`src/include/core_params.svh`:
```
// widths, bridge address window tags and resolution codes for the core glue
// the window tags compare against the top bits of a 32-bit bridge address
// resolution codes are full rgb words sent to the scaler on an hblank edge

`ifndef CORE_PARAMS_SVH
`define CORE_PARAMS_SVH

//////////////////////////////////////////////////
// widths
//////////////////////////////////////////////////

`define CORE_DATA_W   32   // bridge address and data
`define RGB_W         24   // scaler video bus
`define COLOR_W       8    // one colour channel
`define KMS_DATA_W    8    // keyboard/mouse data byte
`define PH_DIV_W      4    // cpu phase divider

//////////////////////////////////////////////////
// bridge address windows
//////////////////////////////////////////////////

// chipset window, addr[31:24]
`define WIN_FPGA_TAG  8'h10
// mcu substitute window, addr[31:16]
`define WIN_MCU_TAG   16'h8000
// host command window, addr[31:24]
`define WIN_CMD_TAG   8'hF8

//////////////////////////////////////////////////
// scaler resolution words
//////////////////////////////////////////////////

`define RES_CODE_HI   24'h030000   // res 3
`define RES_CODE_MID  24'h020000   // res 2
`define RES_CODE_LO   24'h010000   // res 1

`endif
```
`src/hdl/core_pkg.sv`:
```
// types shared by the glue blocks and the top level
// struct field order sets the packed bit layout, first field is the msbs

`include "core_params.svh"

package core_pkg;

	//////////////////////////////////////////////////
	// plain vectors
	//////////////////////////////////////////////////

	typedef logic [`CORE_DATA_W-1:0] data32_t;   // bridge addr / data
	typedef logic [`COLOR_W-1:0]     color_t;
	typedef logic [`RGB_W-1:0]       rgb_t;
	typedef logic [`KMS_DATA_W-1:0]  kms_data_t;
	typedef logic [1:0]              res_t;      // chipset resolution
	typedef logic [1:0]              cpucfg_t;   // bit 1 set = fast cpu

	// type code seen by the chipset keyboard/mouse port
	typedef enum logic [1:0] {
		kms_slot_0 = 2'd0,
		kms_slot_1 = 2'd1,
		kms_slot_2 = 2'd2,
		kms_slot_3 = 2'd3
	} kms_type_t;

	//////////////////////////////////////////////////
	// port bundles
	//////////////////////////////////////////////////

	// read data of the three bridge targets, 96 bits
	typedef struct packed {
		data32_t fpga;
		data32_t mcu;
		data32_t cmd;
	} bridge_rd_src_t;

	// controller fields feeding the scheduler, 112 bits
	typedef struct packed {
		data32_t     cont3_key;
		data32_t     cont3_joy;
		data32_t     cont4_joy;
		logic [15:0] cont4_trig;   // ltrig low byte, rtrig high byte
	} kms_src_t;

	// scheduler output, 11 bits
	typedef struct packed {
		kms_data_t data;
		kms_type_t kms_type;
		logic      level;      // field kind flag for the chipset
	} kms_out_t;

	// raw chipset video, 31 bits
	typedef struct packed {
		color_t r;
		color_t g;
		color_t b;
		logic   hs;       // active low sync
		logic   vs;       // active low sync
		logic   hblank;
		logic   lace;
		logic   field1;
		res_t   res;
	} video_in_t;

	// scaler video word, 27 bits
	typedef struct packed {
		rgb_t rgb;
		logic de;
		logic vs;
		logic hs;
	} video_out_t;

endpackage

```
`src/hdl/core_top.sv`:
```
// glue top level, external cores live outside and connect through the ports
// single clock clk_114, cpu_rst is synchronous and active low everywhere
// the four blocks are independent of each other

`timescale 1ns/1ns

module core_top
	import core_pkg::*;
(
	input  logic           clk_114,
	input  logic           cpu_rst,
	// bridge read path
	input  data32_t        bridge_addr,
	input  bridge_rd_src_t bridge_rd_src,
	output data32_t        bridge_rd_data,
	// keyboard/mouse port
	input  kms_src_t       kms_src,
	output kms_out_t       kms_out,
	// cpu timing
	input  logic           c1,
	input  logic           ram_ready,
	input  logic           ram_sel,
	input  cpucfg_t        cpucfg,
	output logic           cyc,
	output logic           cpu_ph1,
	output logic           cpu_ph2,
	output logic           ram_cs,
	// video to scaler
	input  logic           pix_en,
	input  video_in_t      video_in,
	output video_out_t     video_out
);

	bridge_read_mux bridge_read_mux_inst (
		.bridge_addr    (bridge_addr),
		.bridge_rd_src  (bridge_rd_src),
		.bridge_rd_data (bridge_rd_data)
	);

	kbd_mouse_sched kbd_mouse_sched_inst (
		.clk_114 (clk_114),
		.cpu_rst (cpu_rst),
		.kms_src (kms_src),
		.kms_out (kms_out)
	);

	cpu_phase_gen cpu_phase_gen_inst (
		.clk_114   (clk_114),
		.cpu_rst   (cpu_rst),
		.c1        (c1),
		.ram_ready (ram_ready),
		.ram_sel   (ram_sel),
		.cpucfg    (cpucfg),
		.cyc       (cyc),
		.cpu_ph1   (cpu_ph1),
		.cpu_ph2   (cpu_ph2),
		.ram_cs    (ram_cs)
	);

	video_encoder video_encoder_inst (
		.clk_114   (clk_114),
		.cpu_rst   (cpu_rst),
		.pix_en    (pix_en),    // pixel enable in the clk_114 domain
		.video_in  (video_in),
		.video_out (video_out)
	);

endmodule

```
`src/hdl/video_encoder.sv`:
```
// everything updates on pix_en cycles only and holds in between
// hs/vs inputs are active low, output pulses last one enabled cycle
// interlace flags ride on rgb during the vs pulse, res code on hblank rise

`timescale 1ns/1ns

`include "core_params.svh"

module video_encoder
	import core_pkg::*;
(
	input  logic       clk_114,
	input  logic       cpu_rst,
	input  logic       pix_en,
	input  video_in_t  video_in,
	output video_out_t video_out
);

	video_out_t out_q;
	video_out_t out_next;
	logic       hs_d;        // previous enabled samples
	logic       vs_d;
	logic       hblank_d;
	logic       hs_fall;
	logic       vs_fall;
	logic       hblank_rise;
	rgb_t       res_word;
	rgb_t       flag_word;

	assign hs_fall     = hs_d & ~video_in.hs;
	assign vs_fall     = vs_d & ~video_in.vs;
	assign hblank_rise = video_in.hblank & ~hblank_d;

	// bit 1 lace, bit 2 lace and field1
	assign flag_word = {{(`RGB_W-3){1'b0}}, video_in.lace & video_in.field1,
		video_in.lace, 1'b0};

	always_comb begin
		case (video_in.res)
			2'd3:    res_word = `RES_CODE_HI;
			2'd2:    res_word = `RES_CODE_MID;
			2'd1:    res_word = `RES_CODE_LO;
			default: res_word = '0;
		endcase
	end

	//////////////////////////////////////////////////
	// output word priority
	//////////////////////////////////////////////////

	always_comb begin
		out_next    = '0;
		out_next.hs = hs_fall;   // independent of the rules below
		if (vs_fall) begin
			out_next.vs  = 1'b1;
			out_next.rgb = flag_word;
		end else if (!video_in.hblank) begin
			out_next.de  = 1'b1;
			out_next.rgb = {video_in.r, video_in.g, video_in.b};
		end else if (hblank_rise) begin
			out_next.rgb = res_word;
		end
	end

	//////////////////////////////////////////////////
	// registers
	//////////////////////////////////////////////////

	always_ff @(posedge clk_114) begin
		if (!cpu_rst) begin
			out_q    <= '0;
			hs_d     <= 1'b0;
			vs_d     <= 1'b0;
			hblank_d <= 1'b0;
		end else if (pix_en) begin
			out_q    <= out_next;
			hs_d     <= video_in.hs;
			vs_d     <= video_in.vs;
			hblank_d <= video_in.hblank;
		end
	end

	assign video_out = out_q;

endmodule

```
`src/hdl/cpu_phase_gen.sv`:
```
// divider on clk_114, relocked to the chipset c1 strobe on every rising edge
// divider and ram_cs are not reset, they settle after the first c1 edge
// cyc is one cycle in four, ph1/ph2 are 4 of 16 cycles and never overlap

`timescale 1ns/1ns

`include "core_params.svh"

module cpu_phase_gen
	import core_pkg::*;
(
	input  logic    clk_114,
	input  logic    cpu_rst,
	input  logic    c1,
	input  logic    ram_ready,
	input  logic    ram_sel,
	input  cpucfg_t cpucfg,
	output logic    cyc,
	output logic    cpu_ph1,
	output logic    cpu_ph2,
	output logic    ram_cs
);

	logic [`PH_DIV_W-1:0] div;
	logic                 c1_d;      // previous c1
	logic                 c1_rise;
	logic                 fast_cpu;

	assign c1_rise  = c1 & ~c1_d;
	assign fast_cpu = cpucfg[1];

	//////////////////////////////////////////////////
	// free running divider
	//////////////////////////////////////////////////

	always_ff @(posedge clk_114) begin
		c1_d <= c1;
		if (c1_rise) begin
			div <= `PH_DIV_W'd3;   // realign to chipset phase
		end else begin
			div <= div + 1'b1;
		end
	end

	//////////////////////////////////////////////////
	// bus strobe and cpu phases
	//////////////////////////////////////////////////

	always_ff @(posedge clk_114) begin
		if (!cpu_rst) begin
			cyc     <= 1'b0;
			cpu_ph1 <= 1'b0;
			cpu_ph2 <= 1'b0;
		end else begin
			cyc <= (div[1:0] == 2'd0);
			if (div[1:0] == 2'd2) begin   // phase boundary
				cpu_ph1 <= 1'b0;
				cpu_ph2 <= 1'b0;
				case (div[3:2])
					2'd0:    cpu_ph2 <= 1'b1;
					2'd2:    cpu_ph1 <= 1'b1;
					default: ;
				endcase
			end
		end
	end

	// fast ram select drops once a fast cpu cycle completes
	always_ff @(posedge clk_114) begin
		ram_cs <= ram_sel & ~(ram_ready & cyc & fast_cpu);
	end

endmodule

```
`src/hdl/kbd_mouse_sched.sv`:
```
// presents one controller byte per slot to the chipset keyboard/mouse port
// each type code holds two clk_114 cycles, order after reset is 1, 2, 3, 0
// the data byte follows kms_src live, so fields should be stable per slot

`timescale 1ns/1ns

module kbd_mouse_sched
	import core_pkg::*;
(
	input  logic     clk_114,
	input  logic     cpu_rst,
	input  kms_src_t kms_src,
	output kms_out_t kms_out
);

	kms_out_t  kms_q;      // registered output word
	kms_type_t type_d;     // type delayed by one cycle
	kms_out_t  kms_next;

	//////////////////////////////////////////////////
	// next slot from the delayed type
	//////////////////////////////////////////////////

	// looking at the delayed copy is what stretches each slot to two cycles
	always_comb begin
		case (type_d)
			kms_slot_1: begin
				kms_next.kms_type = kms_slot_2;
				kms_next.data     = kms_src.cont3_joy[31:24];   // rstick_y
				kms_next.level    = 1'b1;
			end
			kms_slot_2: begin
				kms_next.kms_type = kms_slot_3;
				kms_next.data     = kms_src.cont3_key[7:0];     // key bits
				kms_next.level    = 1'b0;
			end
			kms_slot_3: begin
				kms_next.kms_type = kms_slot_0;
				kms_next.data     = kms_src.cont4_joy[7:0];     // lstick_x
				kms_next.level    = 1'b1;
			end
			default: begin
				kms_next.kms_type = kms_slot_1;
				kms_next.data     = kms_src.cont4_trig[7:0];    // ltrig
				kms_next.level    = 1'b0;
			end
		endcase
	end

	//////////////////////////////////////////////////
	// registers
	//////////////////////////////////////////////////

	always_ff @(posedge clk_114) begin
		if (!cpu_rst) begin
			kms_q  <= '{data: '0, kms_type: kms_slot_0, level: 1'b0};
			type_d <= kms_slot_0;
		end else begin
			kms_q  <= kms_next;
			type_d <= kms_q.kms_type;   // one cycle behind the output
		end
	end

	assign kms_out = kms_q;

endmodule

```
`src/hdl/bridge_read_mux.sv`:
```
// purely combinational, read data follows the address with no latency
// windows are disjoint, anything outside them reads back zero

`timescale 1ns/1ns

`include "core_params.svh"

module bridge_read_mux
	import core_pkg::*;
(
	input  data32_t        bridge_addr,
	input  bridge_rd_src_t bridge_rd_src,
	output data32_t        bridge_rd_data
);

	logic hit_fpga;   // 0x10xx_xxxx
	logic hit_mcu;    // 0x8000_xxxx
	logic hit_cmd;    // 0xF8xx_xxxx

	// window tags on the top address bits
	assign hit_fpga = (bridge_addr[31:24] == `WIN_FPGA_TAG);
	assign hit_mcu  = (bridge_addr[31:16] == `WIN_MCU_TAG);
	assign hit_cmd  = (bridge_addr[31:24] == `WIN_CMD_TAG);

	always_comb begin
		bridge_rd_data = '0;   // unmapped
		if (hit_fpga) begin
			bridge_rd_data = bridge_rd_src.fpga;
		end else if (hit_mcu) begin
			bridge_rd_data = bridge_rd_src.mcu;
		end else if (hit_cmd) begin
			bridge_rd_data = bridge_rd_src.cmd;
		end
	end

endmodule

```
`config.mk`:
```
export PLATFORM = sky130hd
export DESIGN_NAME = core_top
export DESIGN_NICKNAME = d
export VERILOG_FILES = /design/src/hdl/core_pkg.sv /design/src/hdl/core_top.sv /design/src/hdl/video_encoder.sv /design/src/hdl/cpu_phase_gen.sv /design/src/hdl/kbd_mouse_sched.sv /design/src/hdl/bridge_read_mux.sv
export VERILOG_INCLUDE_DIRS = /design/src /design/src/include
export SDC_FILE = /design/constraint.sdc
export NUM_CORES = 1
export LEC_CHECK = 0
export ABC_AREA = 1
export BUFFER_PORTS_ARGS = -buffer_cell sky130_fd_sc_hd__buf_4
export CORE_AREA = 4 4 135 137
export CTS_CLUSTER_DIAMETER = 80
export DETAILED_ROUTE_END_ITERATION = 16
export DIE_AREA = 0 0 139 141
export MAX_ROUTING_LAYER = met4
export PLACE_DENSITY = 0.58
export SETUP_SLACK_MARGIN = 0.1
export SYNTH_ARGS = -nofsm -noshare
export SYNTH_HDL_FRONTEND = slang
export SYNTH_HIERARCHICAL = 1
export SYNTH_SLANG_ARGS = --single-unit
```
`constraint.sdc`:
```
create_clock -name clk_114 -period 1.5 [get_ports clk_114]
set_input_delay 0.3 -clock clk_114 [delete_from_list [all_inputs] [get_ports clk_114]]
set_output_delay 0.3 -clock clk_114 [all_outputs]
set_load 0.1 [all_outputs]
```
**After elaboration in Yosys (flattened, before gate mapping)**

Cells that the tools add are included.
W data, S select, Z words.

- Add/sub/neg operators: 1
- Eq/ne operators: 11
- Muxes and demuxes: 13
- Bitwise logic cells: 13
- Reduce and logical (&&, ||, !) cells: 2

Operator list:

| operator | number |
|---|---|
| $mux W32 | 3 |
| $pmux W18 S3 | 1 |
| $mux W24 | 2 |
| $pmux W11 S3 | 1 |
| $mux W18 | 1 |
| $eq A16 B16 Y1 const B | 1 |
| $eq A2 B2 Y1 const B | 6 |
| $and A1 B1 Y1 | 8 |
| $eq A8 B5 Y1 const B | 1 |
| $eq A8 B8 Y1 const B | 1 |
| $mux W1 | 5 |
| $not A1 Y1 | 5 |
| $add A4 B1 Y4 const B | 1 |
| $eq A2 B1 Y1 const B | 2 |
| $logic_not A2 Y1 | 2 |

- Register bits: 52
- Bits of input ports: 279
- Output and inout bits: 74
- Logic and storage cells: 57

**Logic depth before layout (Yosys ltp)**

Gate-level depths: netlist (run 1).

- Word-level depth: 5
- Depth in mapped cells: 7

**By module**

Netlist (run 1), hierarchy kept.

Modules (own cells, without submodules):

| module | instances | cells an instance | area an instance (µm²) | seq. area each (µm²) |
|---|---|---|---|---|
| video_encoder | 1 | 145 | 1,122.3 | 600.6 |
| bridge_read_mux | 1 | 172 | 880.8 | 0.0 |
| kbd_mouse_sched | 1 | 100 | 644.4 | 260.2 |
| cpu_phase_gen | 1 | 41 | 349.1 | 180.2 |

**Worst setup path after synthesis (run 1)**

No wires, ideal clock.

- Path kind: input to output
- Start point: input port bridge_addr[26]
- End point: output port bridge_rd_data[0]
- Arrival: 1,587 ps
- Required time: 1,200 ps
- Setup slack: -387 ps
- Cell stages on the path: 6
- Buffers on the path: 1
- Cell sequence: inv_1 > nand2_1 > nor3_4 > buf_2 > nand3_1 > nand3_1

- Word-level cells in the longest chain between the ends: 4
- Elaborated cells between the ends (all ways): 6

Ends and longest elaborated chain:

| what | RTL line | text |
|---|---|---|
| start: declaration | core_top.sv:13 | `input data32_t bridge_addr,` |
| $eq A8 B8 Y1 (no line) | -- |  |
| $mux W32 | bridge_read_mux.sv:31 | `end else if (hit_cmd) begin` |
| $mux W32 | bridge_read_mux.sv:29 | `end else if (hit_mcu) begin` |
| $mux W32 * | bridge_read_mux.sv:27 | `if (hit_fpga) begin` |
| end: declaration | core_top.sv:15 | `output data32_t bridge_rd_data,` |

Mark *: on every way between the ends. The rest lies on a longest branch, timed or not.

**Final worst setup path (run 1)**

- Start point: input port bridge_addr[31]
- End point: output port bridge_rd_data[20]

The elaborated chain is that of the path after synthesis.

==> impl_metrics.json, run 1 <==
{
  "cts.sinks": 52,
  "layout-drive-gt1-share_pct": 59.1,
  "synthFlopType": "dfxtp_1",
  "grt-ovfl-total": 0,
  "skew_ps": 6.14,
  "numCtsBuffers": 5,
  "path_class": "input pin to output pin",
  "violations": "negative setup slack",
  "final_cell_mix": "218 x buf_4, 103 x nand2_1, 68 x nand3_4, 52 x dfxtp_1, 47 x buf_12",
  "synthTopCellsByArea": "dfxtp_1 35%, nand3_1 23%, nand2_1 14%",
  "crit_required_ps": 1200,
  "die_area_sq_um": 19600,
  "worstPathCellList": "buf_6, or2_4, nor2_4, buf_12, clkbuf_16, nand3_2, nand3_4, buf_12",
  "nets": 1011,
  "syn-num-nets": 744,
  "avgSynthCellArea_sq_um": 6.54,
  "grt_usage_pct": 14.5,
  "die_h_um": 141,
  "slew_violations": 0,
  "relSlewSlack_pct": 69.6,
  "finalSetupViolCount": 32,
  "min_path_type": "input pin to register",
  "dr.pass1.iters": 6,
  "final_core_util_pct": 43.4,
  "crit_path_max_fanout": 6,
  "critPathBufInv": 4,
  "port_buffers": 255,
  "clock_path_buffers": 2,
  "dpl.hpwl_um": 10300,
  "end_kind": "output pin",
  "critPathArrivalTime_ps": 1460,
  "ys_warn_count": 6,
  "run_status": "finished, violations left",
  "cap_violations": 0,
  "critical-path-slowest-cell": "or2_4",
  "ys_seq_area_share_pct": 34.7,
  "grt_pass1_wl_um": 22400,
  "die_x_um": 139,
  "gp_congestion": 0.844,
  "fp-row-count": 48,
  "drt-initial-drc-count": 131,
  "core_sq_um": 17100,
  "ys_ff_latch": 52,
  "p_per_area_nw_per_um2": 610,
  "crit_family": "buffers and inverters",
  "drcViolationCount": 0,
  "power_leakage_nw": 3.24,
  "finalCritPeriodShare_pct": 118,
  "yosys.area.top_type": "dfxtp_1",
  "initial_core_util_pct": 17.6,
  "ys_types": 25,
  "timing.final.ws_setup_ps": -263,
  "grt_pass1_vias": 4251,
  "synthArstFlopShare_pct": 0,
  "antenna_cells": 0,
  "synth_enable_flop_cells": 0,
  "peakVddDrop_uv": 602,
  "dr_total_vias": 4270,
  "area_delta_synth_final_pct": 147,
  "ant_nets": 0,
  "clock_latency_ps": 290,
  "layout_commonest_cell": "buf_4",
  "routed_wl_um": 16300,
  "grt_start_max_net_pins": 26,
  "cts_hold_buf": 0,
  "start_kind": "input pin",
  "viasPerCell": 4.49,
  "finalHoldViolCount": 0,
  "worst_pin_slew_ps": 453,
  "max_clock_freq_mhz": 567,
  "synth_area_sq_um": 3000,
  "grt_setup_unrepaired": "yes",
  "yosysTopAreaCellShare_pct": 34.7,
  "cpPeakStageDelay_ps": 250,
  "cts_tree": "done",
  "cts.clk_slew.worst_paths_ps": 70,
  "pin_count": 353,
  "fin_setup_tns_ps": -6910,
  "synth_cells": 458,
  "clockRootBuffer": "clkbuf_16",
  "wl_per_cell_um": 17.2,
  "period_needed_ps": 1760,
  "htreeDepth": 2,
  "antenna_found_initial": 0,
  "cp_common_cell": "buf_12"
}
## repair_timing
action,in CTS,in global routing
setup endpoints to repair,32,33
gates cloned,6,7
buffers inserted,3,2
resized for setup,159,107
pin swaps,4,13
## cell usage after synthesis, types with 2 or more instances
| cell | count |
|---|---|
| ha_1 | 7 |
| buf_4 | 7 |
| buf_2 | 17 |
| inv_2 | 3 |
| inv_1 | 25 |
| nand3_1 | 140 |
| nor2_2 | 5 |
| nor2_4 | 2 |
| clkbuf_4 | 2 |
| nor2_1 | 34 |
| nand2_1 | 109 |
| a21oi_1 | 29 |
| dfxtp_1 | 52 |
| buf_6 | 3 |
| o21ai_0 | 12 |
| or2_1 | 2 |
## final cells by class
| cell class | instances | area [sq um] |
|---|---|---|
| well taps | 225 | 282 |
| flip-flops and latches | 52 | 1040 |
| fillers | 1619 | 9660 |
| multi-input cells | 347 | 2770 |
| repair buffers | 290 | 3020 |
| clock inverters | 2 | 38.8 |
| clock buffers | 6 | 129 |
| inverters | 29 | 114 |
## through the flow
stage,setup slack (ps),hold WS [ps],instance area (sq um),total power (W),cells
final,-263,120,7390,0.00451,951
after global routing,-297,108,7390,0.00475,951
after CTS,-218,108,6620,0.00448,942
after detailed placement,-428,418,5630,0.00307,925
after global placement,-412,415,5630,0.00306,925
after floorplan,13.5,328,3420,0.00246,458
## worst reg2reg max path: cells and delay by family, from the launching register on
family	cells	cell delay (ps)
fa+ha+maj	1	240
buf+inv	2	240
flops	1	370
simple gates	3	280
## registers in the layout (all words and copies together), names as in the netlist
signal                        count
video_encoder_inst/video_out     27
kbd_mouse_sched_inst/kms_out     11
cpu_phase_gen_inst/div            4
kbd_mouse_sched_inst/type_d       2
cpu_phase_gen_inst/c1_d           1
cpu_phase_gen_inst/cpu_ph1        1
cpu_phase_gen_inst/cpu_ph2        1
cpu_phase_gen_inst/cyc            1
cpu_phase_gen_inst/ram_cs         1
video_encoder_inst/hblank_d       1
video_encoder_inst/hs_d           1
video_encoder_inst/vs_d           1
## cells by family after synthesis
kind of cell / synth area share (%)
AND/OR/NAND/NOR: 45.0
buffers and inverters: 9.98
flip-flops: 34.7
AO/OA/AOI/OAI: 7.06
adder cells (fa/ha/maj): 2.92
XOR/XNOR: 0.292
## worst paths after layout
kind	slack, ps	start	cells past startpoint	endpoint
min	120	c1	1	cpu_phase_gen_inst/c1_d
min reg2reg	440	kbd_mouse_sched_inst/kms_out[2]	2	kbd_mouse_sched_inst/type_d[1]
max reg2reg	270	kbd_mouse_sched_inst/type_d[0]	6	kbd_mouse_sched_inst/kms_out[8]
max	-260	bridge_addr[31]	8	bridge_rd_data[20]
## where the power goes
| part | internal, W | total, W | leakage [nW] | switching [W] |
|---|---|---|---|---|
| Clock | 0.000795 | 0.00132 | 0.0815 | 0.000521 |
| Sequential | 0.00150 | 0.00158 | 0.428 | 0.0000805 |
| Combinational | 0.000623 | 0.00161 | 2.73 | 0.000992 |
## per-layer routing
metal / track usage (%) / vias up / routed length [um]
met5: - / - / 0
met4: 4.99 / 0 / 474
met3: 2.68 / 33 / 1100
met2: 25.5 / 219 / 8470
met1: 16.5 / 1962 / 6270
li1: - / 2056 / -
(Power assumes the default switching activity.)
==> run 2, diff against run 1 <==
PLACE_DENSITY = default   (was 0.58)
PLACE_DENSITY_LB_ADDON = 0.05   (was default)
==> impl_metrics.json, run 2 (synthesized netlist as in run 1, its figures left out) <==
{
  "end_kind": "output pin",
  "power_leakage_nw": 3.17,
  "grt_pass1_wl_um": 22000,
  "cpPeakStageDelay_ps": 180,
  "grt_start_max_net_pins": 26,
  "initial_core_util_pct": 17.6,
  "drcViolationCount": 0,
  "antenna_cells": 0,
  "final_cell_mix": "215 x buf_4, 104 x nand2_1, 67 x nand3_1, 52 x dfxtp_1, 45 x buf_12",
  "gp_congestion": 0.796,
  "viasPerCell": 4.29,
  "nets": 1003,
  "relSlewSlack_pct": 71.5,
  "routed_wl_um": 14900,
  "largest_register_ffs": 27,
  "cp_common_cell": "buf_12",
  "finalSetupViolCount": 32,
  "core_sq_um": 17100,
  "cts_hold_buf": 0,
  "cp.depth": 9,
  "peakVddDrop_uv": 505,
  "pin_count": 353,
  "numCtsBuffers": 5,
  "timing.final.ws_setup_ps": -219,
  "placed_cells": 926,
  "final_core_util_pct": 40.3,
  "dr_total_vias": 4047,
  "p_per_area_nw_per_um2": 648,
  "reg2reg_depth": 6,
  "antenna_found_initial": 0,
  "r2r-start": "kbd_mouse_sched_inst/type_d[0]",
  "worstPathCellList": "buf_6, inv_1, nand2_2, nor3_4, buf_12, clkbuf_16, nand3_1, nand3_4, buf_12",
  "critical-path-slowest-cell": "nor3_4",
  "period_needed_ps": 1720,
  "cts.clk_slew.worst_paths_ps": 70,
  "grt-ovfl-total": 0,
  "min_path_type": "input pin to register",
  "layout_commonest_cell": "buf_4",
  "htreeDepth": 2,
  "worst_pin_slew_ps": 425,
  "finalCritPeriodShare_pct": 115,
  "dr.pass1.iters": 4,
  "crit_path_max_fanout": 8,
  "path_class": "input pin to output pin",
  "layout-drive-gt1-share_pct": 54.5,
  "violations": "negative setup slack",
  "skew_ps": 6.93,
  "port_buffers": 255,
  "grt_usage_pct": 14.5,
  "start_kind": "input pin",
  "grt_pass1_vias": 4012,
  "final_cells": 943,
  "crit_family": "buffers and inverters",
  "r2r_end": "kbd_mouse_sched_inst/kms_out[3]",
  "dpl.hpwl_um": 11200,
  "die_area_sq_um": 19600,
  "endpoint": "bridge_rd_data[23]",
  "cap_violations": 0,
  "ant_nets": 0,
  "clockRootBuffer": "clkbuf_16",
  "power.total_w": 0.00446,
  "clock_latency_ps": 300,
  "hold_ws_ps": 116,
  "drt-initial-drc-count": 133,
  "die_h_um": 141,
  "wl_per_cell_um": 15.9,
  "clock_path_buffers": 2,
  "area_delta_synth_final_pct": 130,
  "cts_tree": "done",
  "die_x_um": 139,
  "max_clock_freq_mhz": 582,
  "post-place-ws_ps": -315,
  "cts.sinks": 52,
  "reg2reg_slack_ps": 230,
  "critPathBufInv": 5,
  "fp-row-count": 48,
  "run_status": "finished, violations left",
  "finalHoldViolCount": 0,
  "slew_violations": 0,
  "crit_required_ps": 1200,
  "critPathArrivalTime_ps": 1420,
  "grt_setup_unrepaired": "yes",
  "startpoint": "bridge_addr[26]"
}
run 2: cell types whose count changed in the layout (fill, tap and decap cells not counted), sizes merged:
cell / before / now
buf: 285 / 278
clkbuf: 11 / 10
run 2: how the worst min path moves through the flow:
stage | startpoint | end | slack [ps] | depth (start not counted)
global placement | c1 | cpu_phase_gen_inst/c1_d | 420 | 1
finish | c1 | cpu_phase_gen_inst/c1_d | 120 | 1
detailed placement | c1 | cpu_phase_gen_inst/c1_d | 420 | 1
CTS | c1 | cpu_phase_gen_inst/c1_d | 100 | 1
floorplan | c1 | cpu_phase_gen_inst/c1_d | 330 | 0
global route | c1 | cpu_phase_gen_inst/c1_d | 110 | 1
run 2: area by class of cell:
type	instances	area, sq um
clock buffers	6	129
repair buffers	282	2870
well taps	225	282
fillers	1759	10200
multi-input cells	347	2410
flip-flops and latches	52	1040
clock inverters	2	38.8
inverters	29	111
run 2: metal layers:
layer / vias to the layer above / part of all wire, % / global-route usage (%) / routed length, um
met5: - / 0 / - / 0
met4: 0 / 1.9 / 3.81 / 277
met3: 15 / 5.6 / 2.95 / 842
met2: 141 / 53 / 25.2 / 7890
met1: 1860 / 40 / 17.1 / 5930
li1: 2031 / - / - / -
run 2: per-stage QoR:
stage	TNS, ps	instance area [sq um]
5_1_grt	-7520	6880
3_3_place_gp	-9260	5680
3_5_place_dp	-9320	5680
6_report	-5910	6880
4_1_cts	-6140	6440
2_1_floorplan	0	3420
run 2: where the power goes:
part / switching [W] / leakage, nW / internal, W
Combinational: 0.000945 / 2.66 / 0.000600
Clock: 0.000533 / 0.0815 / 0.000795
Sequential: 0.0000816 / 0.428 / 0.00150
Total: 0.00156 / 3.17 / 0.00290
run 2: worst reg2reg max path, delay by kind of cell, from the launching register on:
kind / cells / cell delay (ps)
fa+ha+maj: 1 / 230
buf+inv: 2 / 270
flops: 1 / 360
simple gates: 3 / 300
run 2: timing repair:
item,in CTS,in global routing
setup buffers,1,2
gates cloned,2,4
resized for setup,126,69
pin swaps,1,7
setup endpoints to repair,32,32
==> run 3, diff against run 2 <==
REMOVE_ABC_BUFFERS = 1   (was default)
SETUP_SLACK_MARGIN = 0.02   (was 0.1)
==> impl_metrics.json, run 3 (synthesized netlist as in run 1, its figures left out) <==
{
  "die_area_sq_um": 19600,
  "largest_register_ffs": 27,
  "port_buffers": 255,
  "min_path_type": "input pin to register",
  "dpl.hpwl_um": 10700,
  "violations": "negative setup slack",
  "peakVddDrop_uv": 458,
  "skew_ps": 4.40,
  "cap_violations": 0,
  "period_needed_ps": 1710,
  "power.total_w": 0.00441,
  "antenna_cells": 0,
  "dr.pass1.iters": 4,
  "worst_pin_slew_ps": 355,
  "grt_start_max_net_pins": 33,
  "finalCritPeriodShare_pct": 114,
  "area_delta_synth_final_pct": 119,
  "placed_cells": 920,
  "cts_hold_buf": 0,
  "antenna_found_initial": 0,
  "regArea_sq_um": 1040,
  "slew_violations": 0,
  "layout-drive-gt1-share_pct": 53.4,
  "clock_path_buffers": 2,
  "nets": 1002,
  "grt_pass1_wl_um": 23000,
  "design_area_sq_um": 6560,
  "relSlewSlack_pct": 76.3,
  "final_cell_mix": "221 x buf_4, 106 x nand2_1, 71 x nand3_1, 58 x nand3_2, 52 x dfxtp_1",
  "run_status": "finished, violations left",
  "numCtsBuffers": 5,
  "finalHoldViolCount": 0,
  "drcViolationCount": 0,
  "path_class": "input pin to output pin",
  "grt_setup_unrepaired": "yes",
  "drt-initial-drc-count": 159,
  "htreeDepth": 2,
  "ant_nets": 0,
  "final_cells": 942,
  "die_x_um": 139,
  "die_h_um": 141,
  "cts.clk_slew.worst_paths_ps": 70,
  "pin_count": 353,
  "cts_tree": "done",
  "crit_path_max_fanout": 8,
  "timing.final.ws_setup_ps": -213,
  "max_clock_freq_mhz": 584,
  "multiInputGateArea_sq_um": 2140,
  "start_kind": "input pin",
  "crit_required_ps": 1200,
  "p_per_area_nw_per_um2": 673,
  "viasPerCell": 4.35,
  "grt_pass1_vias": 4139,
  "cts.sinks": 52,
  "gp_congestion": 0.799,
  "finalSetupViolCount": 32,
  "n_fill_cell": 1795,
  "routed_wl_um": 15500,
  "grt-ovfl-total": 0,
  "grt_usage_pct": 15.2,
  "core_sq_um": 17100,
  "dr_total_vias": 4099,
  "power_leakage_nw": 3.10,
  "layout_commonest_cell": "buf_4",
  "wl_per_cell_um": 16.5,
  "postPlaceCellArea_sq_um": 5180,
  "initial_core_util_pct": 17.6,
  "fp-row-count": 48,
  "end_kind": "output pin",
  "critPathArrivalTime_ps": 1410,
  "clock_latency_ps": 300,
  "clockRootBuffer": "clkbuf_16"
}
[run 3: cell count changes in the layout (fill, tap and decap cells not counted), moves of 2 or more]
cell     change
buf_12       -3
buf_16       +2
buf_4        +6
buf_6        -2
buf_8        -3
nand2_1      +2
nand3_1      +4
nand3_2     +25
nand3_4     -29
nor2_2       +3
nor2_4       -4
[run 3: power by group]
group	total [W]	internal [W]	switching, W
Clock	0.00132	0.000785	0.000531
Sequential	0.00158	0.00150	0.0000810
Combinational	0.00151	0.000584	0.000931
Total	0.00441	0.00287	0.00154
[run 3: path summary, 6_finish.rpt]
path                                   startpoint                          endpoint  slack [ps]  cells past startpoint
hold reg to reg   kbd_mouse_sched_inst/kms_out[1]    kbd_mouse_sched_inst/type_d[0]         450                      2
setup reg to reg   kbd_mouse_sched_inst/type_d[0]  kbd_mouse_sched_inst/kms_out[10]         280                      6
setup / recovery                  bridge_addr[31]                bridge_rd_data[10]        -210                      8
hold / removal                                 c1           cpu_phase_gen_inst/c1_d         110                      1
[run 3: what timing repair did]
action                                  4_1_cts  5_1_grt
endpoints found under the setup margin       32       32
buffers inserted                              4        1
gates cloned                                  5        4
pin swaps                                    13       25
hold endpoints to repair                      0        0
gates resized for setup                     168       51
[run 3: area by class of cell]
class                   count  area share (%)
inverters                  29            1.70
clock buffers               5            1.91
clock inverters             3           0.649
repair buffers            281            42.9
multi-input cells         347            32.7
flip-flops and latches     52            15.9
well taps                 225            4.29
[run 3: routing by layer]
metal | up-vias | track usage, % | part of all wire [%]
met5 | - | - | 0
met4 | 0 | 5.66 | 2.6
met3 | 22 | 2.95 | 4.6
met2 | 140 | 26.7 | 54
met1 | 1906 | 17.1 | 39
li1 | 2031 | - | -
[run 3: critical path, cell delays in order]
cell	delay [ps]
buf_8	100
or2_4	250
nor2_4	100
buf_6	140
buf_16	140
nand3_1	90
nand3_2	100
buf_12	180
[run 3: per-stage QoR]
step | TNS [ps] | hold slack [ps] | setup WS (ps) | utilization (%)
2_1_floorplan | -24960 | 328 | -780 | -
3_3_place_gp | -8760 | 414 | -307 | 30.4
3_5_place_dp | -8590 | 415 | -294 | 30.4
4_1_cts | -5310 | 87.1 | -198 | 36.4
5_1_grt | -7680 | 86.0 | -262 | 38.4
6_report | -5920 | 107 | -213 | 38.4
